===== src/hw/burst_merge_pkg.sv =====
// shared definitions for the burst merge subsystem
// lock state enum, default sizes and the source index width helper

package burst_merge_pkg;

  // stored state of the lock arbiter
  typedef enum logic
  {
    LOCK_FREE = 1'b0, // channel open to any requester
    LOCK_HELD = 1'b1  // one source owns the channel until its final beat
  } lock_state_e;

  localparam int DEF_INPUTS    = 4;  // number of sources
  localparam int DEF_WIDTH     = 16; // data word width in bits
  localparam int DEF_LEN_WIDTH = 8;  // burst length counter width

  // width of a source index, never less than one bit
  function automatic int owner_w(input int inputs);
    int w;
    w = $clog2(inputs);
    if (w < 1)
    begin
      w = 1;
    end
    return w;
  endfunction

endpackage

===== src/hw/burst_merge_top.sv =====
// top level of the burst merge subsystem
// lock arbiter, output channel register and burst meter

`timescale 1ns/1ps

module burst_merge_top #(
  parameter int inputs_p    = burst_merge_pkg::DEF_INPUTS,
  parameter int width_p     = burst_merge_pkg::DEF_WIDTH,
  parameter int lo_to_hi_p  = 0,
  parameter int len_width_p = burst_merge_pkg::DEF_LEN_WIDTH
) (
  input  logic                                          clk_i,
  input  logic                                          arst_n_i,

  // source side
  input  logic [inputs_p-1:0]                           reqs_i,
  input  logic [inputs_p-1:0]                           switch_lock_i,
  input  logic [inputs_p*width_p-1:0]                   data_i,
  input  logic                                          ready_i,

  // arbitration, same cycle as the request
  output logic [inputs_p-1:0]                           grants_o,
  output logic                                          lock_o,

  // output channel, one cycle after the grant
  output logic                                          valid_o,
  output logic [width_p-1:0]                            data_o,
  output logic                                          last_o,
  output logic [burst_merge_pkg::owner_w(inputs_p)-1:0] owner_o,

  // burst report, one cycle after the last beat
  output logic                                          burst_done_o,
  output logic [burst_merge_pkg::owner_w(inputs_p)-1:0] burst_owner_o,
  output logic [len_width_p-1:0]                        burst_len_o
);

  lock_arb #(
    .inputs_p  (inputs_p),
    .lo_to_hi_p(lo_to_hi_p)
  ) lock_arb_i (
    .clk_i        (clk_i),
    .arst_n_i     (arst_n_i),
    .ready_i      (ready_i),
    .switch_lock_i(switch_lock_i),
    .reqs_i       (reqs_i),
    .grants_o     (grants_o),
    .lock_o       (lock_o)
  );

  // grants_o feeds the output register directly
  grant_data_mux #(
    .inputs_p(inputs_p),
    .width_p (width_p)
  ) grant_data_mux_i (
    .clk_i        (clk_i),
    .arst_n_i     (arst_n_i),
    .grants_i     (grants_o),
    .switch_lock_i(switch_lock_i),
    .data_i       (data_i),
    .valid_o      (valid_o),
    .data_o       (data_o),
    .last_o       (last_o),
    .owner_o      (owner_o)
  );

  // the meter watches the registered channel, not the grants
  burst_meter #(
    .inputs_p   (inputs_p),
    .len_width_p(len_width_p)
  ) burst_meter_i (
    .clk_i        (clk_i),
    .arst_n_i     (arst_n_i),
    .valid_i      (valid_o),
    .last_i       (last_o),
    .owner_i      (owner_o),
    .burst_done_o (burst_done_o),
    .burst_owner_o(burst_owner_o),
    .burst_len_o  (burst_len_o)
  );

endmodule


===== src/hw/burst_meter.sv =====
// burst meter on the output channel
// counts beats and reports owner and length once the last beat is seen

`timescale 1ns/1ps

module burst_meter #(
  parameter int inputs_p    = 4,
  parameter int len_width_p = 8
) (
  input  logic                                          clk_i,
  input  logic                                          arst_n_i,
  input  logic                                          valid_i,
  input  logic                                          last_i,
  input  logic [burst_merge_pkg::owner_w(inputs_p)-1:0] owner_i,
  output logic                                          burst_done_o,
  output logic [burst_merge_pkg::owner_w(inputs_p)-1:0] burst_owner_o,
  output logic [len_width_p-1:0]                        burst_len_o
);

  localparam logic [len_width_p-1:0] len_max_lp = '1;

  logic [len_width_p-1:0] count_q;    // beats of the open burst so far
  logic [len_width_p-1:0] count_next; // count including the current beat

  // saturate rather than wrap on very long bursts
  assign count_next = (count_q == len_max_lp) ? count_q : count_q + 1'b1;

  always_ff @(posedge clk_i or negedge arst_n_i)
  begin
    if (!arst_n_i)
    begin
      count_q      <= '0;
      burst_done_o <= 1'b0;
      burst_len_o  <= '0;
    end
    else
    begin
      burst_done_o <= 1'b0;
      if (valid_i)
      begin
        if (last_i)
        begin
          burst_done_o <= 1'b1;
          burst_len_o  <= count_next; // the last beat counts too
          count_q      <= '0;
        end
        else
        begin
          count_q <= count_next;
        end
      end
    end
  end

  always_ff @(posedge clk_i)
  begin
    if (valid_i && last_i)
    begin
      burst_owner_o <= owner_i;
    end
  end

  // the upstream register holds owner_i between beats, so after any
  // non-final beat the next cycle must still show the same owner
  a_owner_stable : assert property (
    @(posedge clk_i) disable iff (!arst_n_i)
    (valid_i && !last_i) |=> (owner_i == $past(owner_i))
  );

endmodule


===== src/hw/grant_data_mux.sv =====
// output channel register fed by the granted source
// one-hot data select, index encode and last flag from the lock bit

`timescale 1ns/1ps

module grant_data_mux #(
  parameter int inputs_p = 4,
  parameter int width_p  = 16
) (
  input  logic                                          clk_i,
  input  logic                                          arst_n_i,
  input  logic [inputs_p-1:0]                           grants_i,
  input  logic [inputs_p-1:0]                           switch_lock_i,
  input  logic [inputs_p*width_p-1:0]                   data_i,
  output logic                                          valid_o,
  output logic [width_p-1:0]                            data_o,
  output logic                                          last_o,
  output logic [burst_merge_pkg::owner_w(inputs_p)-1:0] owner_o
);

  localparam int owner_w_lp = burst_merge_pkg::owner_w(inputs_p);

  logic [width_p-1:0]    sel_data;
  logic [owner_w_lp-1:0] sel_idx;
  logic                  sel_lock;
  logic                  any_grant;

  assign any_grant = |grants_i;

  // grants are one-hot, so OR-ing the gated words picks exactly one
  always_comb
  begin
    sel_data = '0;
    sel_idx  = '0;
    for (int i = 0; i < inputs_p; i++)
    begin
      sel_data = sel_data | (data_i[i*width_p +: width_p] & {width_p{grants_i[i]}});
      if (grants_i[i])
      begin
        sel_idx = owner_w_lp'(i);
      end
    end
  end

  assign sel_lock = |(switch_lock_i & grants_i);

  always_ff @(posedge clk_i or negedge arst_n_i)
  begin
    if (!arst_n_i)
    begin
      valid_o <= 1'b0;
      last_o  <= 1'b0;
    end
    else
    begin
      valid_o <= any_grant;
      last_o  <= any_grant & ~sel_lock; // a low lock bit marks the final beat
    end
  end

  // payload holds its value between beats, so owner_o is stable across stalls
  always_ff @(posedge clk_i)
  begin
    if (any_grant)
    begin
      data_o  <= sel_data;
      owner_o <= sel_idx;
    end
  end

  a_sel_onehot : assert property (
    @(posedge clk_i) disable iff (!arst_n_i)
    $onehot0(grants_i)
  );

endmodule


===== src/hw/lock_arb.sv =====
// lock arbiter for wormhole-style bursts
// keeps the channel with the owner while its lock level stays high

`timescale 1ns/1ps

module lock_arb #(
  parameter int inputs_p   = 4,
  parameter int lo_to_hi_p = 0
) (
  input  logic                clk_i,
  input  logic                arst_n_i,
  input  logic                ready_i,
  input  logic [inputs_p-1:0] switch_lock_i, // high means more beats follow
  input  logic [inputs_p-1:0] reqs_i,
  output logic [inputs_p-1:0] grants_o,
  output logic                lock_o
);

  burst_merge_pkg::lock_state_e state_q;
  logic [inputs_p-1:0]          owner_mask_q; // one-hot, valid while held

  logic                held;
  logic [inputs_p-1:0] req_mask;
  logic [inputs_p-1:0] masked_reqs;
  logic                owner_lock;
  logic                granted_lock;
  logic                unlock;

  assign held = (state_q == burst_merge_pkg::LOCK_HELD);

  // while held only the owner may compete, even in its final beat
  assign req_mask    = held ? owner_mask_q : {inputs_p{1'b1}};
  assign masked_reqs = reqs_i & req_mask;

  fixed_prio_arb #(
    .inputs_p  (inputs_p),
    .lo_to_hi_p(lo_to_hi_p)
  ) prio_arb_i (
    .ready_i (ready_i),
    .reqs_i  (masked_reqs),
    .grants_o(grants_o)
  );

  assign owner_lock   = |(switch_lock_i & owner_mask_q); // lock bit of the stored owner
  assign granted_lock = |(switch_lock_i & grants_o);     // lock bit of this cycle's winner

  // the owner's low lock bit frees the channel after its final beat goes out,
  // so a stalled burst keeps its owner until ready_i returns
  assign unlock = held & ~owner_lock & (|grants_o);

  // lock_o follows the owner in the same cycle, as the release is combinational
  assign lock_o = held ? owner_lock : granted_lock;

  always_ff @(posedge clk_i or negedge arst_n_i)
  begin
    if (!arst_n_i)
    begin
      state_q      <= burst_merge_pkg::LOCK_FREE;
      owner_mask_q <= '0;
    end
    else if (!held)
    begin
      if ((|grants_o) && granted_lock)
      begin
        state_q      <= burst_merge_pkg::LOCK_HELD; // first beat of a multi-beat burst
        owner_mask_q <= grants_o;
      end
    end
    else if (unlock)
    begin
      state_q      <= burst_merge_pkg::LOCK_FREE;
      owner_mask_q <= '0;
    end
  end

  a_grant_onehot : assert property (
    @(posedge clk_i) disable iff (!arst_n_i)
    $onehot0(grants_o)
  );

  a_no_grant_stalled : assert property (
    @(posedge clk_i) disable iff (!arst_n_i)
    !ready_i |-> (grants_o == '0)
  );

  // a held channel can only ever serve the owner recorded at lock time
  a_held_owner_only : assert property (
    @(posedge clk_i) disable iff (!arst_n_i)
    held |-> ((grants_o == '0) || (grants_o == owner_mask_q))
  );

endmodule


===== src/hw/fixed_prio_arb.sv =====
// fixed-priority grant encoder, combinational
// grants at most one request, and only while ready_i is high

`timescale 1ns/1ps

module fixed_prio_arb #(
  parameter int inputs_p   = 4,
  parameter int lo_to_hi_p = 0 // 1 gives index 0 the highest priority
) (
  input  logic                ready_i,
  input  logic [inputs_p-1:0] reqs_i,
  output logic [inputs_p-1:0] grants_o
);

  // the scan walks from the lowest to the highest priority, so the
  // last request found wins and clears any earlier pick
  always_comb
  begin
    grants_o = '0;
    if (ready_i)
    begin
      if (lo_to_hi_p != 0)
      begin
        for (int i = inputs_p - 1; i >= 0; i--)
        begin
          if (reqs_i[i])
          begin
            grants_o    = '0;
            grants_o[i] = 1'b1;
          end
        end
      end
      else
      begin
        for (int i = 0; i < inputs_p; i++)
        begin
          if (reqs_i[i])
          begin
            grants_o    = '0;
            grants_o[i] = 1'b1;
          end
        end
      end
    end
  end

endmodule


===== config.mk =====
export PLATFORM = sky130hd
export DESIGN_NAME = burst_merge_top
export DESIGN_NICKNAME = d
export VERILOG_FILES = /design/src/hw/burst_merge_pkg.sv /design/src/hw/burst_merge_top.sv /design/src/hw/burst_meter.sv /design/src/hw/grant_data_mux.sv /design/src/hw/lock_arb.sv /design/src/hw/fixed_prio_arb.sv
export SDC_FILE = /design/constraint.sdc
export NUM_CORES = 1
export LEC_CHECK = 0
export BUFFER_PORTS_ARGS = -buffer_cell sky130_fd_sc_hd__buf_2
export CORE_MARGIN = 8
export CORE_UTILIZATION = 40
export CTS_CLUSTER_SIZE = 8
export DETAILED_ROUTE_END_ITERATION = 10
export PLACE_DENSITY = 0.71
export SLEW_MARGIN = 30
export SYNTH_ARGS = -nofsm -noshare
export SYNTH_HDL_FRONTEND = slang
export SYNTH_SLANG_ARGS = --single-unit

===== constraint.sdc =====
create_clock -name clk_i -period 3.6 [get_ports clk_i]
set_clock_uncertainty 0.1 [all_clocks]
set_input_delay 0.18 -clock clk_i [delete_from_list [all_inputs] [get_ports clk_i]]
set_output_delay 0.18 -clock clk_i [all_outputs]
set_load 0.05 [all_outputs]

======== Word level (Yosys, flattened, before mapping) ========
Cells that the tools add are included.
word-level totals
  output and inout port bits .............. 36
  bits of input ports ..................... 75
  memories ................................ 0
  bits in read-only memories .............. 0
  bits in registers ....................... 44
  word-level logic and storage cells ...... 57
  latch bits .............................. 0
  memory bits (writable) .................. 0
operators by class
  divide/modulo/power cells ............... 0
  equality and inequality tests ........... 2
  $lt $le $gt $ge ......................... 0
  $mul .................................... 0
  $add $sub $neg .......................... 1
  shift operators ......................... 0
  reduce and logical (&&, ||, !) cells .... 9
  multiplexer cells ....................... 19
  bitwise logic cells ..................... 15
operators with widths
  cell                   number
  $and A16 B16 Y16       4
  $or A16 B16 Y16        3
  $mux W4                8
  $mux W8                2
  $and A4 B4 Y4          3
  $reduce_or A4 Y1       3
  $mux W1                9
  $add A8 B1 Y8 const B  1
  $eq A8 B8 Y1 const B   1
  $reduce_and A2 Y1      2
  $and A1 B1 Y1          3
  $logic_and A1 B1 Y1    2
  $ne A2 B2 Y1 const B   1
  $not A1 Y1             2
  $reduce_bool A2 Y1     1
  $reduce_or A2 Y1       1

======== Depth between registers and ports, before layout ========
  depth in word-level cells ............... 12
  gate-level depth with buffers ........... 6
  depth with buffers taken out ............ 5

======== Cells and area by module ========
Synthesis repeated with hierarchy kept, for this count alone.
unflattened totals
  cell total of the unflattened synthesis .. 225
  area, all modules ....................... 2,361.0 um^2
by module, submodules not included
  module          area each (um^2)  times used  seq. area each (um^2)  cells each
  burst_meter     1,007.2           1           485.5                  103
  grant_data_mux  983.4             1           590.6                  83
  lock_arb        310.3             1           125.1                  33
  fixed_prio_arb  60.1              1           0.0                    6

======== Least setup slack after synthesis ========
No wires, ideal clock.
  path kind ............................... flip-flop to output port
  start point ............................. register lock_arb_i.owner_mask_q[3]
  end point ............................... output lock_o
  cell stages (with the launch flop) ...... 6
  slack ................................... 0.860 ns
  path buffers ............................ 1
  data required time ...................... 3.320 ns
  data arrival time ....................... 2.460 ns
  cell sequence ........................... dfrtp_1 -> nand2b_1 -> a221oi_4 -> buf_2 -> a22oi_1 -> a32oi_1
between the ends
  word-level cells in the longest chain between the ends .. 7
  elaborated cells between the ends (all ways) .. 9
  classes of those cells .................. mux (4); bitwise (3); reduce/logical (2)
ends and longest elaborated chain
  item                    line                   text
  from (decl)             lock_arb.sv:20         logic [inputs_p-1:0] owner_mask_q;
  from (signal assigned)  lock_arb.sv:66         owner_mask_q <= grants_o;
  $mux W4                 lock_arb.sv:32         assign req_mask = held ? owner_mask_q : {inputs_p{1'b1}};
  $and A4 B4 Y4           lock_arb.sv:33         assign masked_reqs = reqs_i & req_mask;
  $mux W4                 fixed_prio_arb.sv:37   if (reqs_i[i])
  $mux W4                 fixed_prio_arb.sv:20   if (ready_i)
  net grants_o[2]         burst_merge_top.sv:22  output logic [inputs_p-1:0] grants_o,
  $and A4 B4 Y4           lock_arb.sv:45         assign granted_lock = |(switch_lock_i & grants_o);
  $reduce_or A4 Y1        lock_arb.sv:45
  $mux W1                 lock_arb.sv:52         assign lock_o = held ? owner_lock : granted_lock;
  to (decl)               burst_merge_top.sv:23  output logic lock_o,
The timed path passes the listed nets, and every way through them passes these cells.

======== Worst setup path after layout ========
  start point ............................. register lock_arb_i.state_q, in the netlist lock_arb_i.held
  end point ............................... output lock_o
between the ends
  word-level cells in the longest chain between the ends .. 10
ends and longest elaborated chain
  item                    line                  text
  from (decl)             lock_arb.sv:19        burst_merge_pkg::lock_state_e state_q;
  from (signal assigned)  lock_arb.sv:58        state_q <= burst_merge_pkg::LOCK_FREE;
  from (signal assigned)  lock_arb.sv:65        state_q <= burst_merge_pkg::LOCK_HELD;
  from (signal assigned)  lock_arb.sv:71        state_q <= burst_merge_pkg::LOCK_FREE;
  $mux W4                 lock_arb.sv:32
  $and A4 B4 Y4           lock_arb.sv:33
  $mux W1                 fixed_prio_arb.sv:37
  $mux W4 (3 in series)   fixed_prio_arb.sv:37
  $mux W4                 fixed_prio_arb.sv:20
  $and A4 B4 Y4           lock_arb.sv:45
  $reduce_or A4 Y1        lock_arb.sv:45
  $mux W1 *               lock_arb.sv:52
Every way passes the cells marked *; elsewhere a longest branch is shown, timed or not.

==> flow_summary.toml <==
[critical_path]
r2r_slack_ns = 1.43
crit_type = "reg2out"
required_ns = 3.32
r2r-end = "grant_data_mux_i.last_o"
r2r-start = "lock_arb_i.held"
critPathCapture = "lock_o"
worstSetupStartpointType = "register"
r2r_cells = 4
crit_start = "lock_arb_i.held"
critPathCaptureType = "output port"
critPathMaxFanout = 18
arrival_ns = 2.51

[sta]
whs_ns = 0.0787
worst_pin_slew_ns = 0.875
tns_ns = 0
finalCritPeriodShare_pct = 77.6
finalSetupViolations = 0
finalHoldViolations = 0
period_needed_ns = 2.79
slew_violations = 0
relSlewSlack_pct = 41.7
max_freq_mhz = 358
rsz0062_at_grt = "no"

[pwr]
power.share.switching_pct = 45.9
p_leak_uw = 0.00145
p_clk_share_pct = 16.4
power.density_nw_per_um2 = 762
p_int_uw = 1250
p_sw_uw = 1060
seqPwrFrac_pct = 36.3
combPwrFrac_pct = 47.3
vdd_drop_max_uv = 425

[clocking]
cts_tree = "yes"
htreeDepth = 2
clkLatencyLatePin_ns = 0.29
cts_root_buf = "clkbuf_8"
path_clk_slew_ns = 0.09
cts-buffers-inserted = 5
cts_sinks = 44
cts-resized-gates = 0
clock_path_buffers = 2

[detailed_routing]
vias_per_cell = 5.55
antenna_left = 0
drt_first_pass_iters = 4
drt_wl_total_mm = 6.69
vias = 2164
drc = 0
routedWlPerCell_um = 17.1
drtIter0Drc = 96

[synthesis]
synth_area_leaders = "dfrtp_1 (26%), edfxtp_1 (26%), a221o_1 (6.9%), a22o_1 (6.8%), nand2_1 (2.9%)"
avgSynthCellArea_um2 = 11.1
synth_nets = 285
yosysSeqAreaShare_pct = 51.8
ys_warn_count = 0
yosysTopAreaCellShare_pct = 25.9
synth_edf_count = 20
ys_ff_latch = 44
netlist_instances = 209
ys.flop_type = "dfrtp_1"
yosysUniqueCellTypes = 48
netlist_area_um2 = 2320
async_flop_share_pct = 54.5
synth_area_leader_cell = "dfrtp_1"

[global_routing]
track_usage_pct = 15.6
grt_pass1_wl_mm = 10.7
grt_pass1_vias = 2202
grt_overflow = 0
antenna_found_initial = 0
grt_max_degree = 25

[final_layout]
nets = 393
syn_to_final_growth_pct = 30.9
n_antenna_cell = 0
drive_above_1_share_pct = 39.9
layout.cell_area.non_filler_um2 = 3040
fillers = 521

[floorplan]
std_cell_rows = 27
die_h_um = 92.2
core_area_um2 = 5540
start_util_pct = 41.9
die_w_um = 92.2
ios = 111
dieArea_um2 = 8490

[placed_design]
place_area_um2 = 2900
routabilityCongestion = 0.861
io_buffers = 110
hpwl_mm = 5.28

[flow_run]
cap_violations = 0

[outcome]
status = "complete, no violations"

[min_path]
hp-class = "in2reg"
[how the worst min path moves through the flow]
stage                          from                         end  cells past startpoint
after CTS                 data_i[4]  grant_data_mux_i.data_o[4]                      2
final                     data_i[4]  grant_data_mux_i.data_o[4]                      2
after global routing      data_i[3]  grant_data_mux_i.data_o[3]                      2
after global placement     arst_n_i  lock_arb_i.owner_mask_q[3]                      1
after floorplan            arst_n_i  burst_meter_i.burst_done_o                      0
after detailed placement   arst_n_i  lock_arb_i.owner_mask_q[0]                      1
[registers in the layout, summed over array words and instances (netlist names), 2 cells and up]
| signal | cells |
|---|---|
| burst_meter_i.burst_len_o | 8 |
| grant_data_mux_i.owner_o | 2 |
| burst_meter_i.count_q | 8 |
| grant_data_mux_i.data_o | 16 |
| burst_meter_i.burst_owner_o | 2 |
| lock_arb_i.owner_mask_q | 4 |
[timing repair]
item,CTS,global route
hold buffers,1,0
endpoints found under the hold margin,24,0
setup buffers,0,0
[metrics by stage]
step,util [%],std cells,power [uW],setup WS (ns)
global route,54.8,390,2460,0.567
floorplan,-,209,1680,0.860
CTS,54.7,390,2330,0.778
global placement,52.4,381,1930,1.16
finish,54.8,390,2310,0.806
detailed placement,52.4,381,1950,1.12
[layer usage]
metal / wire length (um) / GRT usage (%) / vias to the layer above
met3: 406 / 4.24 / 2
met5: 0 / 0 / -
met1: 2650 / 18.3 / 1028
li1: - / - / 1057
met4: 40 / 4.30 / 0
met2: 3590 / 27.2 / 77
[kinds of logic (layout without fill, tap and decap cells)]
| family | after synthesis | count (layout) | share of synthesized area (%) |
|---|---|---|---|
| fa+ha+maj | 1 | 1 | 0.539 |
| xor+xnor | 2 | 2 | 0.755 |
| simple gates | 62 | 62 | 14.3 |
| flops | 44 | 44 | 51.8 |
| buf+inv | 17 | 126 | 3.78 |
| mux | 1 | 1 | 0.432 |
| compound gates | 82 | 82 | 28.4 |
[power by group through the flow]
stage	Combinational, uW	Clock [uW]	Sequential (uW)
detailed placement	1100	0	851
global placement	1090	0	843
floorplan	512	0	1170
CTS	1100	394	840
finish	1090	379	840
global route	1180	420	864
[cells in the final DEF, fill, tap and decap left out, types with 2 or more instances in the layout]
cell type / Yosys / routed
o31ai_1: 2 / 2
a221oi_1: 2 / 2
inv_1: 5 / 5
clkinv_4: 0 / 2
clkbuf_8: 0 / 5
dfrtp_1: 24 / 24
nor3_1: 3 / 3
a41o_1: 4 / 4
a21o_1: 2 / 2
nor2_1: 9 / 9
a22o_1: 18 / 18
o21ai_0: 13 / 13
and4_1: 2 / 2
nand2b_1: 6 / 6
a21oi_1: 9 / 9
a41oi_1: 2 / 2
buf_2: 4 / 110
nand4_1: 2 / 2
o21bai_1: 2 / 2
nand2_1: 18 / 18
nor4_1: 3 / 3
nand3_1: 6 / 6
xnor2_1: 2 / 2
and3_1: 3 / 3
o21a_1: 2 / 2
edfxtp_1: 20 / 20
a22oi_1: 3 / 3
a221o_1: 16 / 16
[synthesized netlist by cell type, types with 2 or more instances]
| cell type | number |
|---|---|
| a41o_1 | 4 |
| a221o_1 | 16 |
| nor4_1 | 3 |
| nor3_1 | 3 |
| xnor2_1 | 2 |
| a22o_1 | 18 |
| clkbuf_1 | 3 |
| nand2b_1 | 6 |
| buf_2 | 4 |
| o31ai_1 | 2 |
| a22oi_1 | 3 |
| o21ai_0 | 13 |
| and3_1 | 3 |
| nand2_1 | 18 |
| o21bai_1 | 2 |
| nor3_2 | 2 |
| nor2_1 | 9 |
| a21o_1 | 2 |
| nand3_1 | 6 |
| a41oi_1 | 2 |
| dfrtp_1 | 24 |
| nand4_1 | 2 |
| o21a_1 | 2 |
| and4_1 | 2 |
| buf_4 | 3 |
| inv_1 | 5 |
| a221oi_1 | 2 |
| a21oi_1 | 9 |
| edfxtp_1 | 20 |
[worst max-delay path, cell delays in order (launching register included)]
cell and delay [ns]:
dfrtp_1 0.57, nand2b_1 0.18, a221oi_4 0.69, a22oi_1 0.25
a32oi_1 0.24, buf_2 0.29
[cell type report]
type | count | area (um^2) | area share (%)
tap | 72 | 90.1 | 2.97
timing repair buffer | 112 | 568 | 18.7
inverter | 6 | 22.5 | 0.742
clock buffer | 5 | 68.8 | 2.27
sequential | 44 | 1200 | 39.6
multi-input combinational | 148 | 1040 | 34.2
clock inverter | 3 | 47.5 | 1.57
Power figures use the tool's default switching activity.
